$ cat src/verilog/emesh_pkg.sv
// eMesh packet definitions
// Packet layout and the channel bundle (access plus packet) that is
// shared by the FIFOs, the arbiter and the transmit top level

package emesh_pkg;

   //####################################################################
   // Sizes
   //####################################################################

   // Full packet width on every channel
   localparam int PW         = 104;

   // Entries per channel FIFO and pointer width
   localparam int FIFO_DEPTH = 4;
   localparam int FIFO_AW    = 2;

   //####################################################################
   // Packet layout, top bit down
   //####################################################################

   typedef struct packed {
      logic [31:0] srcaddr;      // Return address for reads
      logic [31:0] data;
      logic [31:0] dstaddr;
      logic        reserved;     // Old bit 7, cleared on host traffic
      logic [3:0]  ctrlmode;     // Bits 6 to 3
      logic [1:0]  datamode;
      logic        write;
   } emesh_packet_t;

   // One channel link
   // Access qualifies the packet for the current cycle
   typedef struct packed {
      logic          access;
      emesh_packet_t packet;
   } emesh_chan_t;

endpackage

$ cat src/verilog/etx_cfg_pkg.sv
// Transmit configuration definitions
// APB request and response bundles, register map of the transmit
// register block and the configuration handed to the arbiter

package etx_cfg_pkg;

   // APB address width
   localparam int APB_AW = 8;

   //####################################################################
   // APB bundles
   //####################################################################

   typedef struct packed {
      logic              psel;
      logic              penable;
      logic              pwrite;
      logic [APB_AW-1:0] paddr;
      logic [31:0]       pwdata;
   } apb_req_t;

   typedef struct packed {
      logic [31:0] prdata;
      logic        pready;
      logic        pslverr;
   } apb_rsp_t;

   //####################################################################
   // Register map
   //####################################################################

   // Control: bit 0 enable, bit 1 bypass, bits 7:4 ctrlmode
   localparam logic [APB_AW-1:0] ETX_CTRL_ADDR   = 8'h00;
   // Status: sent packet count, read only
   localparam logic [APB_AW-1:0] ETX_STATUS_ADDR = 8'h04;

   // Fields consumed by the arbiter
   typedef struct packed {
      logic       tx_enable;
      logic       ctrlmode_bypass;
      logic [3:0] ctrlmode;
   } etx_cfg_t;

endpackage

$ cat src/verilog/etx_fifo.sv
// Transmit channel FIFO
// First-word-fall-through buffer with access/wait on both sides.
// A new entry becomes visible at the head one cycle after its push

module etx_fifo
   import emesh_pkg::*;
(
   input  logic        clk,
   input  logic        nreset,
   input  emesh_chan_t in,
   output logic        in_wait,
   output emesh_chan_t out,
   input  logic        out_wait
);

   // Packet storage
   emesh_packet_t      mem [FIFO_DEPTH];

   logic [FIFO_AW-1:0] wr_ptr;
   logic [FIFO_AW-1:0] rd_ptr;
   // Occupancy including the entry pushed last cycle
   logic [FIFO_AW:0]   count;
   // Push of the previous cycle, not yet visible
   logic               push_q;
   logic [FIFO_AW:0]   visible;
   logic               head_valid;
   logic               push;
   logic               pop;

   //####################################################################
   // Handshakes
   //####################################################################

   // Wait exactly while full
   assign in_wait    = (count == (FIFO_AW+1)'(FIFO_DEPTH));
   assign push       = in.access & ~in_wait;

   // Hide the newest entry for one cycle
   assign visible    = count - {{FIFO_AW{1'b0}}, push_q};
   assign head_valid = (visible != '0);
   assign pop        = head_valid & ~out_wait;

   assign out = '{access: head_valid, packet: mem[rd_ptr]};

   //####################################################################
   // Storage and pointers
   //####################################################################

   always_ff @(posedge clk)
   begin
      if (push)
      begin
         mem[wr_ptr] <= in.packet;
      end
   end

   always_ff @(posedge clk)
   begin
      if (!nreset)
      begin
         wr_ptr <= '0;
         rd_ptr <= '0;
         count  <= '0;
         push_q <= 1'b0;
      end
      else
      begin
         push_q <= push;
         // Pointers wrap naturally at depth 4
         if (push)
         begin
            wr_ptr <= wr_ptr + 1'b1;
         end
         if (pop)
         begin
            rd_ptr <= rd_ptr + 1'b1;
         end
         case ({push, pop})
            2'b10:   count <= count + 1'b1;
            2'b01:   count <= count - 1'b1;
            default: count <= count;
         endcase
      end
   end

   // Never more entries than slots
   a_no_overflow: assert property (@(posedge clk) disable iff (!nreset)
      count <= (FIFO_AW+1)'(FIFO_DEPTH));

   // Pop only with a stored entry
   a_no_underflow: assert property (@(posedge clk) disable iff (!nreset)
      pop |-> count != '0);

endmodule

$ cat src/verilog/etx_arbiter.sv
// Transmit arbiter
// Fixed priority between host writes, host read requests and read
// responses, ctrlmode splicing on host traffic and one output
// pipeline stage that holds under pin wait

module etx_arbiter
   import emesh_pkg::*;
   import etx_cfg_pkg::*;
(
   input  logic        clk,
   input  logic        nreset,
   input  emesh_chan_t txwr,
   input  emesh_chan_t txrd,
   input  emesh_chan_t txrr,
   output logic        txwr_wait,
   output logic        txrd_wait,
   output logic        txrr_wait,
   input  etx_cfg_t    cfg,
   input  logic        etx_wr_wait,
   input  logic        etx_rd_wait,
   output emesh_chan_t etx_out,
   output logic        etx_rr
);

   logic          pin_wait;
   logic          cfg_wait;
   logic          wr_grant;
   logic          rd_grant;
   logic          rr_grant;
   logic          access_in;
   logic          rr_in;
   emesh_packet_t wr_splice;
   emesh_packet_t rd_splice;
   emesh_packet_t mux_packet;
   logic          out_access;
   logic          out_rr;
   emesh_packet_t out_packet;

   // Host packet rewrite
   // Reserved bit always cleared, ctrlmode replaced only under bypass
   function automatic emesh_packet_t splice(emesh_packet_t pkt, etx_cfg_t c);
      emesh_packet_t res;
      res          = pkt;
      res.reserved = 1'b0;
      if (c.ctrlmode_bypass)
      begin
         res.ctrlmode = c.ctrlmode;
      end
      return res;
   endfunction

   assign wr_splice = splice(txwr.packet, cfg);
   assign rd_splice = splice(txrd.packet, cfg);

   //####################################################################
   // Priority chain and mux
   //####################################################################

   // Write first, then read request, then read response
   assign wr_grant = txwr.access;
   assign rd_grant = txrd.access & ~txwr.access;
   assign rr_grant = txrr.access & ~txwr.access & ~txrd.access;

   assign mux_packet = emesh_packet_t'(({PW{wr_grant}} & wr_splice) |
                                       ({PW{rd_grant}} & rd_splice) |
                                       ({PW{rr_grant}} & txrr.packet));

   //####################################################################
   // Wait generation
   //####################################################################

   // Disabled transmitter stalls everything
   assign cfg_wait = ~cfg.tx_enable;
   assign pin_wait = etx_wr_wait | etx_rd_wait;

   // Lower channels also wait while a higher one is present
   assign txwr_wait = pin_wait | cfg_wait;
   assign txrd_wait = pin_wait | cfg_wait | txwr.access;
   assign txrr_wait = pin_wait | cfg_wait | txwr.access | txrd.access;

   // Captured channel is the one popped from its FIFO
   assign access_in = (wr_grant & ~txwr_wait) |
                      (rd_grant & ~txrd_wait) |
                      (rr_grant & ~txrr_wait);
   assign rr_in     = rr_grant & ~txrr_wait;

   //####################################################################
   // Output pipeline stage
   //####################################################################

   always_ff @(posedge clk)
   begin
      if (!nreset)
      begin
         out_access <= 1'b0;
         out_rr     <= 1'b0;
      end
      else if (!pin_wait)
      begin
         out_access <= access_in;
         out_rr     <= rr_in;
      end
   end

   // access_in already excludes pin wait
   always_ff @(posedge clk)
   begin
      if (access_in)
      begin
         out_packet <= mux_packet;
      end
   end

   assign etx_out = '{access: out_access, packet: out_packet};
   assign etx_rr  = out_rr;

   a_one_grant: assert property (@(posedge clk) disable iff (!nreset)
      $onehot0({wr_grant, rd_grant, rr_grant}));

   a_rr_access: assert property (@(posedge clk) disable iff (!nreset)
      etx_rr |-> etx_out.access);

endmodule

$ cat src/verilog/etx_cfg.sv
// Transmit register block
// Zero-wait APB slave with the control register (enable, bypass,
// ctrlmode) and a wrapping count of packets sent on the pins

module etx_cfg
   import etx_cfg_pkg::*;
(
   input  logic     clk,
   input  logic     nreset,
   input  apb_req_t apb_req,
   output apb_rsp_t apb_rsp,
   input  logic     etx_sent,
   output etx_cfg_t cfg
);

   logic        access_phase;
   logic        wr_en;
   logic        sel_ctrl;
   logic        sel_status;
   logic        bad_addr;
   etx_cfg_t    ctrl_q;
   logic [15:0] sent_count;
   logic [31:0] rdata;

   //####################################################################
   // Decode
   //####################################################################

   assign access_phase = apb_req.psel & apb_req.penable;
   assign wr_en        = access_phase & apb_req.pwrite;

   assign sel_ctrl   = (apb_req.paddr == ETX_CTRL_ADDR);
   assign sel_status = (apb_req.paddr == ETX_STATUS_ADDR);
   assign bad_addr   = ~sel_ctrl & ~sel_status;

   //####################################################################
   // Registers
   //####################################################################

   // Enabled, no bypass out of reset
   always_ff @(posedge clk)
   begin
      if (!nreset)
      begin
         ctrl_q <= '{tx_enable: 1'b1, ctrlmode_bypass: 1'b0, ctrlmode: 4'h0};
      end
      else if (wr_en && sel_ctrl)
      begin
         ctrl_q.tx_enable       <= apb_req.pwdata[0];
         ctrl_q.ctrlmode_bypass <= apb_req.pwdata[1];
         ctrl_q.ctrlmode        <= apb_req.pwdata[7:4];
      end
   end

   // Sent packets, wraps at 16 bits
   always_ff @(posedge clk)
   begin
      if (!nreset)
      begin
         sent_count <= '0;
      end
      else if (etx_sent)
      begin
         sent_count <= sent_count + 1'b1;
      end
   end

   // Read data mux
   always_comb
   begin
      rdata = '0;
      if (sel_ctrl)
      begin
         rdata = {24'h0, ctrl_q.ctrlmode, 2'b00,
                  ctrl_q.ctrlmode_bypass, ctrl_q.tx_enable};
      end
      else if (sel_status)
      begin
         rdata = {16'h0, sent_count};
      end
   end

   // Error on unmapped address or write to status
   assign apb_rsp = '{prdata:  rdata,
                      pready:  1'b1,
                      pslverr: access_phase & (bad_addr | (apb_req.pwrite & sel_status))};

   assign cfg = ctrl_q;

   a_penable_psel: assert property (@(posedge clk) disable iff (!nreset)
      $rose(apb_req.penable) |-> apb_req.psel);

   // Access phase always follows a selected cycle
   a_setup_first: assert property (@(posedge clk) disable iff (!nreset)
      access_phase |-> $past(apb_req.psel));

endmodule

$ cat src/verilog/etx_core.sv
// eMesh transmit core
// Three channel FIFOs (write, read request, read response) feeding
// the priority arbiter, plus the APB register block

module etx_core
   import emesh_pkg::*;
   import etx_cfg_pkg::*;
(
   input  logic        clk,
   input  logic        nreset,
   input  emesh_chan_t txwr_in,
   input  emesh_chan_t txrd_in,
   input  emesh_chan_t txrr_in,
   output logic        txwr_wait,
   output logic        txrd_wait,
   output logic        txrr_wait,
   input  logic        etx_wr_wait,
   input  logic        etx_rd_wait,
   output emesh_chan_t etx_out,
   output logic        etx_rr,
   input  apb_req_t    apb_req,
   output apb_rsp_t    apb_rsp
);

   // FIFO heads and arbiter back-pressure
   emesh_chan_t txwr_head;
   emesh_chan_t txrd_head;
   emesh_chan_t txrr_head;
   logic        txwr_arb_wait;
   logic        txrd_arb_wait;
   logic        txrr_arb_wait;
   etx_cfg_t    cfg;
   logic        etx_sent;

   //####################################################################
   // Channel buffers
   //####################################################################

   etx_fifo u_txwr_fifo (
      .clk      (clk),
      .nreset   (nreset),
      .in       (txwr_in),
      .in_wait  (txwr_wait),
      .out      (txwr_head),
      .out_wait (txwr_arb_wait)
   );

   etx_fifo u_txrd_fifo (
      .clk      (clk),
      .nreset   (nreset),
      .in       (txrd_in),
      .in_wait  (txrd_wait),
      .out      (txrd_head),
      .out_wait (txrd_arb_wait)
   );

   etx_fifo u_txrr_fifo (
      .clk      (clk),
      .nreset   (nreset),
      .in       (txrr_in),
      .in_wait  (txrr_wait),
      .out      (txrr_head),
      .out_wait (txrr_arb_wait)
   );

   //####################################################################
   // Arbitration and registers
   //####################################################################

   etx_arbiter u_arbiter (
      .clk         (clk),
      .nreset      (nreset),
      .txwr        (txwr_head),
      .txrd        (txrd_head),
      .txrr        (txrr_head),
      .txwr_wait   (txwr_arb_wait),
      .txrd_wait   (txrd_arb_wait),
      .txrr_wait   (txrr_arb_wait),
      .cfg         (cfg),
      .etx_wr_wait (etx_wr_wait),
      .etx_rd_wait (etx_rd_wait),
      .etx_out     (etx_out),
      .etx_rr      (etx_rr)
   );

   // Packet leaves when pins take it
   assign etx_sent = etx_out.access & ~etx_wr_wait & ~etx_rd_wait;

   etx_cfg u_cfg (
      .clk      (clk),
      .nreset   (nreset),
      .apb_req  (apb_req),
      .apb_rsp  (apb_rsp),
      .etx_sent (etx_sent),
      .cfg      (cfg)
   );

endmodule

$ cat config.mk
export PLATFORM = sky130hd
export DESIGN_NAME = etx_core
export DESIGN_NICKNAME = d
export VERILOG_FILES = /design/src/verilog/emesh_pkg.sv /design/src/verilog/etx_cfg_pkg.sv /design/src/verilog/etx_fifo.sv /design/src/verilog/etx_arbiter.sv /design/src/verilog/etx_cfg.sv /design/src/verilog/etx_core.sv
export SDC_FILE = /design/constraint.sdc
export NUM_CORES = 1
export LEC_CHECK = 0
export ABC_AREA = 1
export BUFFER_PORTS_ARGS = -buffer_cell sky130_fd_sc_hd__clkbuf_2
export CORE_MARGIN = 3
export CORE_UTILIZATION = 30
export DETAILED_ROUTE_END_ITERATION = 6
export PLACE_DENSITY = 0.46
export SLEW_MARGIN = 40
export SYNTH_ARGS = -nofsm -noshare
export SYNTH_HDL_FRONTEND = slang
export SYNTH_SLANG_ARGS = --single-unit
$ cat constraint.sdc
create_clock -name clk -period 5.1 [get_ports clk]
set_input_delay 0.51 -clock clk [delete_from_list [all_inputs] [get_ports clk]]
set_output_delay 0.51 -clock clk [all_outputs]
set_load 0.01 [all_outputs]
==> impl.org <==
** Worst setup path
- For the worst setup path, the data required time is 5.74 ns.
- Highest net fanout along the worst path :: 40
- Worst setup startpoint :: u_txwr_fifo.count[0]
- The worst register-to-register path begins at u_txwr_fifo.count[0].
- Crit path kind :: flop to flop
- Measured in cells, the most critical reg-to-reg path has a length of 10.
- The endpoint identified for the worst register-to-register timing path is u_arbiter.etx_out[5].
- Worst R2R Setup Slack :: 2.30 ns
- Startpoint type of the worst setup path :: flop
- At the worst endpoint, the arrival time is 3.44 ns.
- Endpoint kind of the worst setup timing path :: flop

** Timing
- The clock arrives with 0.0293 ns of skew.
- Share of the clock period used by the worst path after layout :: 0.549
- In the post-route analysis, the smallest setup slack over all paths is 2.30 ns.
- Setup repair after global routing left no endpoint under its margin.
- Fmax :: 0.357 GHz
- Subtracting the final worst setup slack from the clock period gives 2.80 ns.
- The final hold violation count is 0.
- The number of pins exceeding their max-slew limit in the final report came to 0.
- Normalized max-slew margin :: 0.425
- Number of setup violations in the final report :: 0
- Actual transition at the worst max-transition pin :: 0.863 ns
- Summed over all failing endpoints, the final setup total negative slack is 0 ns.

** Worst hold path
- Hold Path Class :: input pin to flop
- The startpoint identified for the worst hold timing path is apb_req[40].
- Worst Hold Path Cells :: 5
- Worst-case hold path end point :: u_cfg.cfg[3]

** Finish
- After the flow finishes, the layout carries non-filler instances totaling 7,261.
- The library cell used most frequently in the layout, excluding fill and tap cells, is sky130_fd_sc_hd__edfxtp_1.
- Of the cells placed in the final design, the portion with a size suffix greater than 1 is 0.161.
- Nets :: 5,147
- The top cell types in the final layout, fill and taps aside, are sky130_fd_sc_hd__edfxtp_1, sky130_fd_sc_hd__nor2_1, sky130_fd_sc_hd__o21ai_0.
- Relative to the synthesized area, the layout overhead comes to 24.7%.

** Pwr
- The completed layout was analyzed and its total power is 27.9 mW.
- Static Leakage :: 23.4 nW
- IR analysis of the VDD net gives a maximum drop of 307 uV.
- Logic pwr share :: 0.119
- Of the total power, registers draw 0.492.
- Summed over all nets, the switching power comes to 7.24 mW.
- Power spread over the standard cell area amounts to 417 mW/mm2.
- Of the total power, the share spent switching nets is 0.259.
- Internal power summed over all cells :: 20.7 mW
- The share of total power dissipated in the clock network is 0.389.

** Yosys
- Of the total synthesized cell area, the portion taken by AND, OR, NAND and NOR gates is 0.0916.
- Cell area after synthesis :: 0.0537 mm2
- Post-synthesis cell type with the largest combined area :: sky130_fd_sc_hd__edfxtp_1
- Synth cell types :: 33
- Adder and majority gate portion of the synthesized area :: 0.00554
- In the synthesized netlist, the number of instances is 4,000.
- Ys Warns :: 0
- Multiplexer share of the synthesized area :: 0
- Post-Syn Area per Cell :: 13.4 um2
- Post-synth top area share :: 0.751
- After synthesis the netlist holds a flip-flop and latch count of 1,398.
- Share of the synthesized area in compound gates (AO/OA/AOI/OAI) :: 0.0991
- Proportion of synthesized chip area in sequential cells :: 0.771
- Main combinational cell family by area after synthesis :: compound AO/OA/AOI/OAI gates
- Area contributors post-synth :: sky130_fd_sc_hd__edfxtp_1, sky130_fd_sc_hd__o21ai_0, sky130_fd_sc_hd__nor2_1, sky130_fd_sc_hd__o22ai_1, sky130_fd_sc_hd__nand2_1
- XOR/XNOR share of the synthesized area :: 0.000489

** CTS
- Resized Gates After CTS :: 0
- In this run, CTS created clock tree buffers numbering 157.
- The clock drives 1,398 sinks.
- At the later pin of the worst-skew pair, clock insertion delay measures 0.80 ns.
- TritonCTS clock tree :: yes
- Clock tree buffer depth :: 3
- Clock root buffer master :: sky130_fd_sc_hd__clkbuf_16
- H-tree depth reported by CTS :: 4
- Buffers added to address setup during post-CTS repair amount to 0.
- Clock transition at the registers of the reported paths :: 0.06 ns

** Floorplanning
- The core region is 0.177 mm2.
- Width of the die :: 429 um
- Pin placement for this block handled 505 I/O pins.
- The initialized floorplan defines 154 standard-cell rows.
- Chip Height :: 429 um
- The initial utilization of the core area, before any placement, comes to 0.303.
- The die covers 0.184 mm2.

** Route
- Total detailed-routing wirelength :: 169,000 um
- After detailed routing, the number of remaining DRC violations is 0.
- Number of violations reported at the end of detailed-routing iteration 0 :: 2,309
- The detail route stage leaves a number of antenna-violating nets equal to 0.
- Detailed Routing Iterations Pass 1 :: 7
- Vias after detailed routing :: 34,800
- Average wire length per cell after detail routing :: 23.2 um
- Dividing the detail-routed via count by the number of cells gives 4.79.

** Outcome
- The run finished with clean final reports.

** Place
- Placement-stage worst setup slack :: 2.18 ns
- Routability-driven placement finished with a final weighted congestion of 0.762.
- Once detailed placement completed, the half-perimeter wirelength came to 102,000 um.
- Input and output buffers added on the ports amount to 459.
- Once placement completed, the tool counted placed cells totaling 6,625.

** GRT
- Across every metal layer, demand over resource in global routing totals 0.180.
- The first global-routing pass estimated 243,000 um of wire.
- Antenna violations before repair :: 27
- Aggregate global routing overflow :: 0
- Entering global routing, the biggest net connects 169 pins.
- The number of global-route vias before repair was 34,400.

** Job
- Maximum Capacitance Violations :: 0
## layout make-up
class | count | area (um2)
inverter | 87 | 362
clock buffer | 191 | 4090
multi-input combinational | 2270 | 10800
clock inverter | 98 | 875
sequential | 1398 | 41500
tap | 2340 | 2930
fill | 17100 | 110000
timing repair buffer | 849 | 6460
antenna | 28 | 70.1
## stage by stage
| step | hold WS, ns | utilization | cell area (um2) |
|---|---|---|---|
| finish | 0.157 | 0.378 | 67000 |
| floorplan | 0.433 | - | 53800 |
| CTS | 0.0781 | 0.378 | 66900 |
| global placement | 0.439 | 0.331 | 58600 |
| global route | 0.144 | 0.378 | 67000 |
| detailed placement | 0.443 | 0.332 | 58700 |
## timing repair
item | in CTS | in global routing
setup endpoints to repair | 0 | 0
hold endpoints to repair | 1246 | 0
hold buffers | 316 | 0
## critical path, cell delays in order (launching register included)
cell and delay, ns:
sky130_fd_sc_hd__dfxtp_1 0.36, sky130_fd_sc_hd__inv_1 0.09, sky130_fd_sc_hd__ha_1 0.29, sky130_fd_sc_hd__inv_1 0.04, sky130_fd_sc_hd__nor2_1 0.16, sky130_fd_sc_hd__nand3_4 0.14
sky130_fd_sc_hd__buf_12 0.19, sky130_fd_sc_hd__nor2_4 0.43, sky130_fd_sc_hd__buf_4 0.59, sky130_fd_sc_hd__nand3_1 0.15, sky130_fd_sc_hd__o211ai_1 0.12
## state kept, by name (all words and copies together), names as in the netlist, 2 cells and up, named ones only
register / count
u_arbiter.etx_out: 104
u_cfg.cfg: 6
u_cfg.sent_count: 16
u_txrd_fifo.count: 3
u_txrd_fifo.mem: 412
u_txrd_fifo.rd_ptr: 2
u_txrd_fifo.wr_ptr: 2
u_txrr_fifo.count: 3
u_txrr_fifo.mem: 416
u_txrr_fifo.rd_ptr: 2
u_txrr_fifo.wr_ptr: 2
u_txwr_fifo.count: 3
u_txwr_fifo.mem: 412
u_txwr_fifo.rd_ptr: 2
u_txwr_fifo.wr_ptr: 2
## cells in the mapped netlist (all sizes together)
master  instances
a211oi          1
a21oi          41
buf           127
clkbuf        133
clkinv          1
conb            2
dfxtp          54
edfxtp       1344
fa              3
ha             19
inv            86
nand2         415
nand3         144
nand3b          1
nand4           8
nor2          667
nor3            9
o211a           1
o211ai          4
o21a            1
o21ai         632
o22ai         304
xor2            3
## worst max path at each step
stage,end,cells after the start,slack [ns]
3_3_place_gp,u_arbiter.etx_out[5],9,1.55
6_report,u_arbiter.etx_out[5],10,2.30
4_1_cts,u_arbiter.etx_out[5],10,2.16
3_5_place_dp,u_arbiter.etx_out[6],10,2.18
5_1_grt,u_arbiter.etx_out[3],10,2.03
2_1_floorplan,u_txrr_fifo.mem[0][0],2,-0.50
## cells by family (layout without fill, tap and decap cells)
family	after synthesis	count (layout)
DFF	1398	1398
xor gates and xnor gates	3	3
AOI/OAI and AO/OA	984	984
and+or+nand+nor	1244	1244
adders and majority gates	22	22
other	2	45
buffers and inverters	347	1225
## power by group through the flow
stage | registers [mW] | logic [mW] | clock network (mW)
floorplan | 14.0 | 1.65 | 0
global placement | 14.0 | 3.08 | 0
detailed placement | 14.0 | 3.16 | 0
CTS | 13.7 | 3.39 | 11.2
global route | 13.8 | 3.65 | 11.6
finish | 13.7 | 3.31 | 10.9
## per-layer routing
| metal | wire length [um] | part of all wire | up-vias | GRT usage |
|---|---|---|---|---|
| met4 | 3850 | 0.023 | 2 | 0.0504 |
| met5 | 9 | 0.000053 | - | 0 |
| met1 | 72800 | 0.43 | 17500 | 0.231 |
| li1 | - | - | 16300 | - |
| met2 | 84200 | 0.50 | 837 | 0.310 |
| met3 | 7950 | 0.047 | 209 | 0.0323 |
Power figures use the tool's default switching activity.
